[src/sonic_defines.svh]
// beat widths, transmit buffer depth, receive credits and the VC1 TLP type code
`ifndef SONIC_DEFINES_SVH
`define SONIC_DEFINES_SVH

// payload of one stream beat
`define SONIC_DATA_W 128

// unused qwords in the last beat of a packet
`define SONIC_EMPTY_W 2

// beats per transmit buffer, also the credits a transmit port starts with
`define SONIC_TX_FIFO_DEPTH 8

// beats the router may send a receive port before credit comes back
`define SONIC_RX_PORT_CREDITS 4

// TLP type that selects virtual channel 1
`define SONIC_TLP_TYPE_VC1 5'd5

`endif

[src/sonic_link_pkg.sv]
// port identifier type and per-port credit return struct
package sonic_link_pkg;

   // which application port a packet belongs to
   typedef logic port_id_t;

   // one credit pulse per port, one beat each
   typedef struct packed {
      logic port1;
      logic port0;
   } credit_ret_t;

endpackage

[src/sonic_stream_pkg.sv]
// stream beat struct, TLP header dword 0 fields and its raw/header union
`include "sonic_defines.svh"

package sonic_stream_pkg;

   // one 128-bit beat with its packet framing, 133 bits
   typedef struct packed {
      logic [`SONIC_DATA_W-1:0]  data;
      logic                      sop;
      logic                      eop;
      logic [`SONIC_EMPTY_W-1:0] empty;  // unused qwords in last beat
      logic                      err;
   } stream_beat_t;

   // header dword 0 as it sits in data[31:0] of a sop beat
   typedef struct packed {
      logic [2:0] fmt;
      logic [4:0] tlp_type;  // byte 0, low five bits
      logic       rsvd0;
      logic [2:0] tc;
      logic [3:0] rsvd1;
      logic       td;
      logic       ep;
      logic [1:0] attr;
      logic [1:0] at;
      logic [9:0] length;    // in dwords
   } tlp_hdr_dw0_t;

   typedef union packed {
      logic [31:0]  raw;
      tlp_hdr_dw0_t hdr;
   } tlp_dw0_u;

endpackage

[src/sonic_rx_vc_router.sv]
// sop type decode and credit-gated registered split of core rx to two ports
`timescale 1ns/10ps

module sonic_rx_vc_router (
   input  logic                           pld_clk,
   input  logic                           rst_n,
   input  sonic_stream_pkg::stream_beat_t core_rx_beat,
   input  logic                           core_rx_valid,
   output logic                           core_rx_ready,
   output sonic_stream_pkg::stream_beat_t rx_port_beat,
   output logic [1:0]                     rx_port_valid,
   input  sonic_link_pkg::credit_ret_t    rx_credit
);

`include "sonic_defines.svh"

   localparam int CREDITS = `SONIC_RX_PORT_CREDITS;
   localparam int CNT_W   = $clog2(CREDITS) + 1;
   localparam logic [CNT_W-1:0] CNT_INIT = CREDITS[CNT_W-1:0];

   sonic_stream_pkg::tlp_dw0_u dw0;
   sonic_link_pkg::port_id_t   sop_dest;
   sonic_link_pkg::port_id_t   dest_q;    // channel of the packet in flight
   sonic_link_pkg::port_id_t   dest;
   logic [CNT_W-1:0]           cnt [2];
   logic [1:0]                 has_credit;
   logic [1:0]                 take;
   logic [1:0]                 ret;
   logic                       accept;

   assign dw0.raw  = core_rx_beat.data[31:0];
   assign sop_dest = (dw0.hdr.tlp_type == `SONIC_TLP_TYPE_VC1);
   assign dest     = core_rx_beat.sop ? sop_dest : dest_q;

   assign has_credit[0] = (cnt[0] != '0);
   assign has_credit[1] = (cnt[1] != '0);
   assign ret           = {rx_credit.port1, rx_credit.port0};

   // output register drains every cycle so only credit limits ready
   assign core_rx_ready = has_credit[dest];
   assign accept        = core_rx_valid & core_rx_ready;
   assign take[0]       = accept & ~dest;
   assign take[1]       = accept & dest;

   always_ff @(posedge pld_clk) begin
      if (!rst_n) begin
         dest_q <= 1'b0;
      end else if (accept && core_rx_beat.sop) begin
         dest_q <= sop_dest;
      end
   end

   always_ff @(posedge pld_clk) begin
      if (!rst_n) begin
         for (int p = 0; p < 2; p++) begin
            cnt[p] <= CNT_INIT;
         end
      end else begin
         for (int p = 0; p < 2; p++) begin
            case ({take[p], ret[p]})
               2'b10:   cnt[p] <= cnt[p] - 1'b1;
               2'b01:   cnt[p] <= cnt[p] + 1'b1;
               default: ;  // spend and return cancel
            endcase
         end
      end
   end

   // delivery stage
   always_ff @(posedge pld_clk) begin
      if (accept) begin
         rx_port_beat <= core_rx_beat;
      end
   end

   always_ff @(posedge pld_clk) begin
      if (!rst_n) begin
         rx_port_valid <= '0;
      end else begin
         rx_port_valid <= take;
      end
   end

   // a delivery on a zero count wraps, a surplus return overshoots
   a_credit_range: assert property (
      @(posedge pld_clk) disable iff (!rst_n)
      cnt[0] <= CNT_INIT && cnt[1] <= CNT_INIT
   ) else $error("rx credit counter out of range");

endmodule

[src/sonic_top.sv]
// top level with two tx port buffers, the tx VC arbiter and the rx VC router
`timescale 1ns/10ps

module sonic_top (
   input  logic                           pld_clk,
   input  logic                           rst_n,
   // application transmit ports
   input  logic [1:0]                     tx_port_valid,
   input  sonic_stream_pkg::stream_beat_t tx_port_beat0,
   input  sonic_stream_pkg::stream_beat_t tx_port_beat1,
   output logic [1:0]                     tx_credit,
   // core transmit stream
   output sonic_stream_pkg::stream_beat_t core_tx_beat,
   output logic                           core_tx_valid,
   output sonic_link_pkg::port_id_t       core_tx_chan,
   input  logic                           core_tx_ready,
   // core receive stream
   input  sonic_stream_pkg::stream_beat_t core_rx_beat,
   input  logic                           core_rx_valid,
   output logic                           core_rx_ready,
   // application receive ports
   output sonic_stream_pkg::stream_beat_t rx_port_beat,
   output logic [1:0]                     rx_port_valid,
   input  sonic_link_pkg::credit_ret_t    rx_credit
);

   sonic_stream_pkg::stream_beat_t head_beat0;
   sonic_stream_pkg::stream_beat_t head_beat1;
   logic [1:0]                     head_valid;
   logic [1:0]                     pop;

   sonic_tx_port_fifo tx_fifo0 (
      .pld_clk    (pld_clk),
      .rst_n      (rst_n),
      .push       (tx_port_valid[0]),
      .push_beat  (tx_port_beat0),
      .pop        (pop[0]),
      .head_beat  (head_beat0),
      .head_valid (head_valid[0]),
      .credit     (tx_credit[0])
   );

   sonic_tx_port_fifo tx_fifo1 (
      .pld_clk    (pld_clk),
      .rst_n      (rst_n),
      .push       (tx_port_valid[1]),
      .push_beat  (tx_port_beat1),
      .pop        (pop[1]),
      .head_beat  (head_beat1),
      .head_valid (head_valid[1]),
      .credit     (tx_credit[1])
   );

   sonic_tx_vc_arbiter tx_arb (
      .pld_clk       (pld_clk),
      .rst_n         (rst_n),
      .head_beat0    (head_beat0),
      .head_beat1    (head_beat1),
      .head_valid    (head_valid),
      .pop           (pop),
      .core_tx_beat  (core_tx_beat),
      .core_tx_valid (core_tx_valid),
      .core_tx_chan  (core_tx_chan),
      .core_tx_ready (core_tx_ready)
   );

   sonic_rx_vc_router rx_rtr (
      .pld_clk       (pld_clk),
      .rst_n         (rst_n),
      .core_rx_beat  (core_rx_beat),
      .core_rx_valid (core_rx_valid),
      .core_rx_ready (core_rx_ready),
      .rx_port_beat  (rx_port_beat),
      .rx_port_valid (rx_port_valid),
      .rx_credit     (rx_credit)
   );

endmodule

[src/sonic_tx_port_fifo.sv]
// per-port transmit beat buffer with one credit pulse per popped beat
`timescale 1ns/10ps

module sonic_tx_port_fifo (
   input  logic                           pld_clk,
   input  logic                           rst_n,
   input  logic                           push,
   input  sonic_stream_pkg::stream_beat_t push_beat,
   input  logic                           pop,
   output sonic_stream_pkg::stream_beat_t head_beat,
   output logic                           head_valid,
   output logic                           credit
);

`include "sonic_defines.svh"

   localparam int DEPTH = `SONIC_TX_FIFO_DEPTH;
   localparam int PTR_W = $clog2(DEPTH);
   localparam logic [PTR_W:0] FULL_CNT = DEPTH[PTR_W:0];

   sonic_stream_pkg::stream_beat_t mem [DEPTH];

   logic [PTR_W-1:0] wr_ptr;
   logic [PTR_W-1:0] rd_ptr;
   logic [PTR_W:0]   count;
   logic             full;
   logic             do_pop;

   assign full       = (count == FULL_CNT);
   assign head_valid = (count != '0);
   assign head_beat  = mem[rd_ptr];
   assign do_pop     = pop & head_valid;

   always_ff @(posedge pld_clk) begin
      if (push) begin
         mem[wr_ptr] <= push_beat;
      end
   end

   always_ff @(posedge pld_clk) begin
      if (!rst_n) begin
         wr_ptr <= '0;
         rd_ptr <= '0;
         count  <= '0;
         credit <= 1'b0;
      end else begin
         if (push) begin
            wr_ptr <= wr_ptr + 1'b1;  // depth is a power of two
         end
         if (do_pop) begin
            rd_ptr <= rd_ptr + 1'b1;
         end
         case ({push, do_pop})
            2'b10:   count <= count + 1'b1;
            2'b01:   count <= count - 1'b1;
            default: ;
         endcase
         credit <= do_pop;  // one cycle after the pop
      end
   end

   // port spent more credits than it was given
   a_no_push_when_full: assert property (
      @(posedge pld_clk) disable iff (!rst_n) push |-> !full
   ) else $error("tx fifo push while full");

endmodule

[src/sonic_tx_vc_arbiter.sv]
// packet-level round-robin merge of two port buffers onto the core tx stream
`timescale 1ns/10ps

module sonic_tx_vc_arbiter (
   input  logic                           pld_clk,
   input  logic                           rst_n,
   input  sonic_stream_pkg::stream_beat_t head_beat0,
   input  sonic_stream_pkg::stream_beat_t head_beat1,
   input  logic [1:0]                     head_valid,
   output logic [1:0]                     pop,
   output sonic_stream_pkg::stream_beat_t core_tx_beat,
   output logic                           core_tx_valid,
   output sonic_link_pkg::port_id_t       core_tx_chan,
   input  logic                           core_tx_ready
);

   sonic_link_pkg::port_id_t grant;     // locked owner of the open packet
   sonic_link_pkg::port_id_t last_win;  // owner of the previous packet
   sonic_link_pkg::port_id_t pick;
   sonic_link_pkg::port_id_t sel;
   logic                     pkt_open;
   logic                     xfer;
   logic                     pkt_done;

   // choice at a packet boundary
   always_comb begin
      if (head_valid == 2'b11) begin
         pick = ~last_win;  // take turns when both wait
      end else begin
         pick = head_valid[1];
      end
   end

   assign sel           = pkt_open ? grant : pick;
   assign core_tx_valid = head_valid[sel];
   assign core_tx_beat  = sel ? head_beat1 : head_beat0;
   assign core_tx_chan  = sel;

   assign xfer     = core_tx_valid & core_tx_ready;
   assign pkt_done = xfer & core_tx_beat.eop;
   assign pop[0]   = xfer & ~sel;
   assign pop[1]   = xfer & sel;

   always_ff @(posedge pld_clk) begin
      if (!rst_n) begin
         grant    <= 1'b0;
         last_win <= 1'b1;  // port 0 goes first
         pkt_open <= 1'b0;
      end else begin
         // lock as soon as a sop is shown so a stall cannot switch ports
         if (core_tx_valid && !pkt_open) begin
            grant    <= sel;
            pkt_open <= 1'b1;
         end
         if (pkt_done) begin
            pkt_open <= 1'b0;
            last_win <= sel;
         end
      end
   end

   // no interleaving between sop and eop
   a_grant_held: assert property (
      @(posedge pld_clk) disable iff (!rst_n)
      xfer && !core_tx_beat.eop |=> $stable(core_tx_chan)
   ) else $error("tx grant changed inside a packet");

   // stalled beat must be presented again unchanged
   a_stall_hold: assert property (
      @(posedge pld_clk) disable iff (!rst_n)
      core_tx_valid && !core_tx_ready |=>
         core_tx_valid && $stable(core_tx_beat) && $stable(core_tx_chan)
   ) else $error("tx beat changed under back-pressure");

endmodule

[config.mk]
export PLATFORM = sky130hd
export DESIGN_NAME = sonic_top
export DESIGN_NICKNAME = d
export VERILOG_FILES = /design/src/sonic_link_pkg.sv /design/src/sonic_stream_pkg.sv /design/src/sonic_rx_vc_router.sv /design/src/sonic_top.sv /design/src/sonic_tx_port_fifo.sv /design/src/sonic_tx_vc_arbiter.sv
export VERILOG_INCLUDE_DIRS = /design/src
export SDC_FILE = /design/constraint.sdc
export NUM_CORES = 2
export LEC_CHECK = 0
export BUFFER_PORTS_ARGS = -buffer_cell sky130_fd_sc_hd__buf_2
export CORE_ASPECT_RATIO = 0.9
export CORE_MARGIN = 4
export CORE_UTILIZATION = 40
export CTS_BUF_LIST = sky130_fd_sc_hd__clkbuf_16
export DETAILED_ROUTE_END_ITERATION = 8
export GPL_TIMING_DRIVEN = 0
export HOLD_SLACK_MARGIN = 0.15
export PLACE_DENSITY = 0.56
export RECOVER_POWER = 100
export SLEW_MARGIN = 20
export SYNTH_ARGS = -nofsm -noshare
export SYNTH_HDL_FRONTEND = slang
export SYNTH_HIERARCHICAL = 1
export SYNTH_SLANG_ARGS = --single-unit
[constraint.sdc]
create_clock -name pld_clk -period 13 [get_ports pld_clk]
set_input_delay 0.65 -clock pld_clk [delete_from_list [all_inputs] [get_ports pld_clk]]
set_output_delay 0.65 -clock pld_clk [all_outputs]
set_load 0.005 [all_outputs]
==> After elaboration in Yosys (flattened, before gate mapping) <==
Memory sizes are Yosys's and may differ from the RTL's. A register that Yosys moved wholly into a read port is not among the register bits.
Index checks and enable logic that the tools add are counted.
{ "word_totals": {"regBits": 161, "latchBits": 0, "ram_bits": 2134, "mem_bits_ro": 0, "inputBits": 407, "elab_cells": 107, "n_memories": 3} }
{ "memory_table": {"columns": ["name", "depth", "width", "read_ports", "rd_clocked_by_memory_dff", "wr", "line_no", "source"], "rows": [
  ["tx_fifo0.mem", 8, 133, 1, 1, 1, "sonic_tx_port_fifo.sv:21", "sonic_stream_pkg::stream_beat_t mem [DEPTH];"],
  ["tx_fifo1.mem", 8, 133, 1, 1, 1, "sonic_tx_port_fifo.sv:21", null],
  ["rx_rtr.cnt", 2, 3, 2, 0, 2, "sonic_rx_vc_router.sv:25", "logic [CNT_W-1:0] cnt [2];"]
]} }
{ "classes": {"n_addsub": 12, "multipliers": 0, "div_mod_pow": 0, "n_lt_le_gt_ge": 2, "eq_ne": 10, "n_shift": 0, "n_mux": 35, "bitwise_logic": 17, "reduce_logical": 10} }
{ "ops": {"columns": ["operator", "n"], "rows": [
  ["133-bit 2-to-1 mux", 1],
  ["1-bit 2-to-1 mux", 24],
  ["3-bit 2-to-1 mux", 8],
  ["3-bit by 1-bit adder with 3-bit output, second input constant", 6],
  ["4-bit case mux with 2 select lines", 2],
  ["2-bit == test, second input constant", 5],
  ["1-bit bitwise AND", 9],
  ["4-bit by 1-bit adder with 4-bit output, second input constant", 2],
  ["2-bit by 1-bit == test with 1-bit output, second input constant", 4],
  ["4-bit nonzero test", 2],
  ["4-bit by 1-bit subtractor with 4-bit output, second input constant", 2],
  ["3-bit nonzero test", 2],
  ["3-bit by 1-bit subtractor with 3-bit output, second input constant", 2],
  ["5-bit by 3-bit == test with 1-bit output, second input constant", 1],
  ["1-bit by 2-bit < comparator with 1-bit output, second input constant", 2],
  ["1-bit inverter", 4],
  ["1-bit bitwise OR", 4],
  ["2-bit nonzero test", 2],
  ["1-bit logical AND", 2],
  ["2-bit OR reduction", 1],
  ["1-bit zero test", 1]
]} }

==> Depth between registers and ports, before layout <==
{ "logic_depth": {"depth_word": 12, "mapped_depth": 15, "mapped_depth_nobuf": 13} }

==> Modules after synthesis <==
The synthesis kept the hierarchy.
{ "by_module_without_submodules": {"columns": ["mod", "instances", "cells_each", "area_each_um2"], "rows": [
  ["sonic_tx_port_fifo", 2, 1610, 40621.5],
  ["sonic_rx_vc_router", 1, 195, 4643.2],
  ["sonic_tx_vc_arbiter", 1, 169, 1774.2]
]} }

==> Least setup slack after synthesis <==
OpenSTA, ideal clock, no wires.
{ "synth_path": {"path_kind": "input-to-reg", "start": "input port tx_port_valid[1]", "end": "memory tx_fifo1/mem[0][0] in the netlist's numbering (enable)", "setup_ns": 0.788, "arrival_ns": 9.719, "required_ns": 12.212, "slack_ns": 2.492, "cell_stages": 2, "path_cell_list": "nand2b_1 -> nor3_1"} }
{ "synth_between": {"elab_chain_cells": 2} }
{ "synth_rtl": {"columns": ["item", "line_no", "source"], "rows": [
  ["start, declared", "sonic_top.sv:8", "input logic [1:0] tx_port_valid,"],
  ["1-bit 2-to-1 mux", "sonic_tx_port_fifo.sv:35", "if (push) begin"],
  ["1-bit 2-to-1 mux (implied by the code)", "sonic_tx_port_fifo.sv:36", "mem[wr_ptr] <= push_beat;"],
  ["end, declared", "sonic_tx_port_fifo.sv:21", null]
]} }
No other way between the ends.

==> Worst setup path in the final report <==
{ "layout_path": {"start": "input port core_rx_beat[32] in the netlist's numbering", "end": "register, netlist name rx_rtr/rx_port_beat[118]"} }
{ "layout_between": {"elab_chain_cells": 5} }
{ "layout_rtl": {"columns": ["item", "line_no", "source"], "rows": [
  ["start, declared", "sonic_top.sv:18", "input sonic_stream_pkg::stream_beat_t core_rx_beat,"],
  ["5-bit by 3-bit == test with 1-bit output (no source line)", null, null],
  ["1-bit 2-to-1 mux", "sonic_rx_vc_router.sv:33", "assign dest = core_rx_beat.sop ? sop_dest : dest_q;"],
  ["1-bit 2-to-1 mux (implied by the code) (2 in a row)", "sonic_rx_vc_router.sv:40", "assign core_rx_ready = has_credit[dest];"],
  ["1-bit bitwise AND", "sonic_rx_vc_router.sv:41", "assign accept = core_rx_valid & core_rx_ready;"]
]} }
No other way between the ends. The select of a mux whose other input is x is not followed.
A chain may end at the register's enable or synchronous reset.

==> run metrics <==
Synth Warn # 6; maximum clock path buffer count 3; # rows between 150 and 200; Slew Viols, Final just under 300; Pwr Total approximately 17 mW; min cycle time layout about 7700 ps; synthesized instance count 3,584; detailed-route wire length ~220 mm; DR pass1 iterations 5; max cap viols 15; Placed Area around 100,000 µm²; Yosys reg bits 2,301; Num CTS Buffers about 230; critical path type input port to register; worst hold path class input port to register; Final Hold Violating Endpoints 0; wire length of the first global-routing pass 319.9 mm; Mean Syn Cell Area 24.46 µm²; ANT nets after route 0; RSZ-0062 raised after global routing false; synthesized cell area slightly below 90,000 µm²; maximum number of pins on one net before global-route repair 62; Post-CTS Setup Bufs 0; critical path capture point type register; Total GRT Usage 0.1954; clock skew 52.15 ps; full die area between 200,000 and 250,000 µm²; Die Wd between 500 and 600 µm; biggest area consumer among synthesized cells edfxtp_1; total number of vias 42,730; CP max FO roughly 60; ys flop type edfxtp_1; Synth top area share 0.7766; LEAKAGE 33.34 nW; Max transition margin -1.228; CP required about 13,000 ps; CTS tree done; HPWL Detailed approximately 150 mm; fmax 129.5 MHz; final worst-path cycle share 0.5938; Port Buffer Count 679; asr flop ratio synth 0; I/O pin cnt 680; cts repair resizes 0; area of the multi-input gates 17,720 µm²; drt drc 0; remaining global-route overflow 0; vias in the first global route 44,320; drt first-iter violations approximately 3,700; insertion delay to the later sink of the worst-skew pair 870 ps; post-synthesis sequential area ratio 0.7843; H-tree depth 4; area grow syn2layout 21.21%; worst path arrival time a little over 8000 ps; CTS Hold Bufs roughly 400; Final setup viols 0; # fillers 17,980; Max rail drop VDD about 150 µV; clk root buf clkbuf_16; post-synthesis cell type count 57; PwrDens ~160 nW/µm²; failing checks capacitance limit, slew limit; outcome finished, violations left; sequential cell area 68,760 µm²; initial antenna violation count 58; layout cells sized above 1 0.2773; Post-synth EDFFs between 2,000 and 2,500; GPL Wtd Cong roughly 0.73; die height 452.1 µm; post-DR wirelength/cell 27.32 µm; Initial Util 0.4034; Worst-path clk slew about 60 ps; Worst-Margin Slew 3342 ps; CTS sink cnt 2,301; Final #Nets ~5,500; final instance area ~110,000 µm²; top cells by area, synth edfxtp_1, mux4_2, mux2_2; syn_nets 4,005; vias per cell approximately 5.2; core region area 217,300 µm²; Startpoint Class input port
## power breakdown
group          switching (mW)  leakage [nW]  internal [mW]
registers              0.0598          21.0           8.39
clock network            2.80          3.71           3.56
logic                    1.39          8.67           1.29
total                    4.25          33.3           13.2
## synth_stat cells (all sizes together) (13+ instances only)
library cell and number:
and2 17, buf 113, clkbuf 56, dfxtp 34, edfxtp 2267, ha 13, mux2 401, mux4 532
nand2 19, nor2 16
## cell families (layout without fill, tap and decap cells)
| logic type | count (synthesis) | in the layout | synth area share |
|---|---|---|---|
| AOI/OAI and AO/OA | 35 | 35 | 0.003197 |
| xor gates and xnor gates | 17 | 17 | 0.001699 |
| adders and majority gates | 14 | 14 | 0.002084 |
| buffers and inverters | 180 | 1882 | 0.01313 |
| DFF | 2301 | 2301 | 0.7843 |
| muxes | 944 | 944 | 0.1895 |
| other | 0 | 38 | 0 |
| and+or+nand+nor | 93 | 93 | 0.006052 |
## final timing paths
check	from	endpoint	slack [ps]	depth (start not counted)
worst max-delay path	core_rx_beat[32]	rx_rtr/rx_port_beat[118]	5280	9
worst min-delay path	rx_credit[1]	rx_rtr/cnt[1][0]	270	3
worst max register to register	rx_rtr/dest_q	rx_rtr/rx_port_beat[118]	5590	7
worst min register to register	tx_fifo1/count[3]	tx_fifo1/count[3]	490	2
## cells in the final DEF, fill, tap and decap left out, types with 55 or more instances in the layout
master	Yosys	final
buf_2	32	262
mux2_2	352	297
clkbuf_1	56	717
mux4_2	532	532
buf_6	56	55
clkinv_1	0	61
mux2_1	48	103
dlygate4sd3_1	0	403
edfxtp_1	2267	2267
clkbuf_16	0	229
## sequential cells by signal (all words and copies together) (netlist names), 2 cells and up, named ones only
name                  count
tx_fifo0/count            4
tx_fifo1/count            4
rx_rtr/cnt                6
tx_fifo0/mem           1064
tx_fifo1/mem           1064
tx_fifo1/rd_ptr           3
rx_rtr/rx_port_valid      2
tx_fifo1/wr_ptr           3
tx_fifo0/wr_ptr           3
tx_fifo0/rd_ptr           3
rx_rtr/rx_port_beat     133
## cell type report
type,count,area share
clock buffer,229,0.05393
antenna,38,0.0008950
sequential,2301,0.6471
inverter,11,0.0003886
buffer,169,0.01017
multi-input combinational,1103,0.1668
tap,2870,0.03380
clock inverter,184,0.01463
timing repair buffer,1289,0.07233
## through the flow
stage                       util  TNS (ps)  setup WS [ps]  cells  hold WS, ps
after floorplan                -         0           2492   3584        450.2
after global placement    0.4356  -7819310         -10040   7133        462.6
after detailed placement  0.4521         0           8718   7340        482.8
after CTS                 0.5042         0           8023   8156        177.3
after global routing      0.4887         0           4826   8171        223.1
final                     0.4890         0           5280   8194        267.7
## routing by layer
layer | GRT usage | wire length, µm
met2 | 0.3152 | 108900
met5 | 0 | 124
met4 | 0.05463 | 6119
met1 | 0.2713 | 95060
met3 | 0.04071 | 13680
## critical path, stage by stage
cell	delay, ps
dlygate4sd3_1	560
clkbuf_1	120
nand4bb_1	230
o22ai_1	480
nor4_1	100
a31oi_1	250
and2_0	950
clkbuf_1	2190
clkbuf_1	2480
Note: power is estimated with default switching activity, not from simulation.
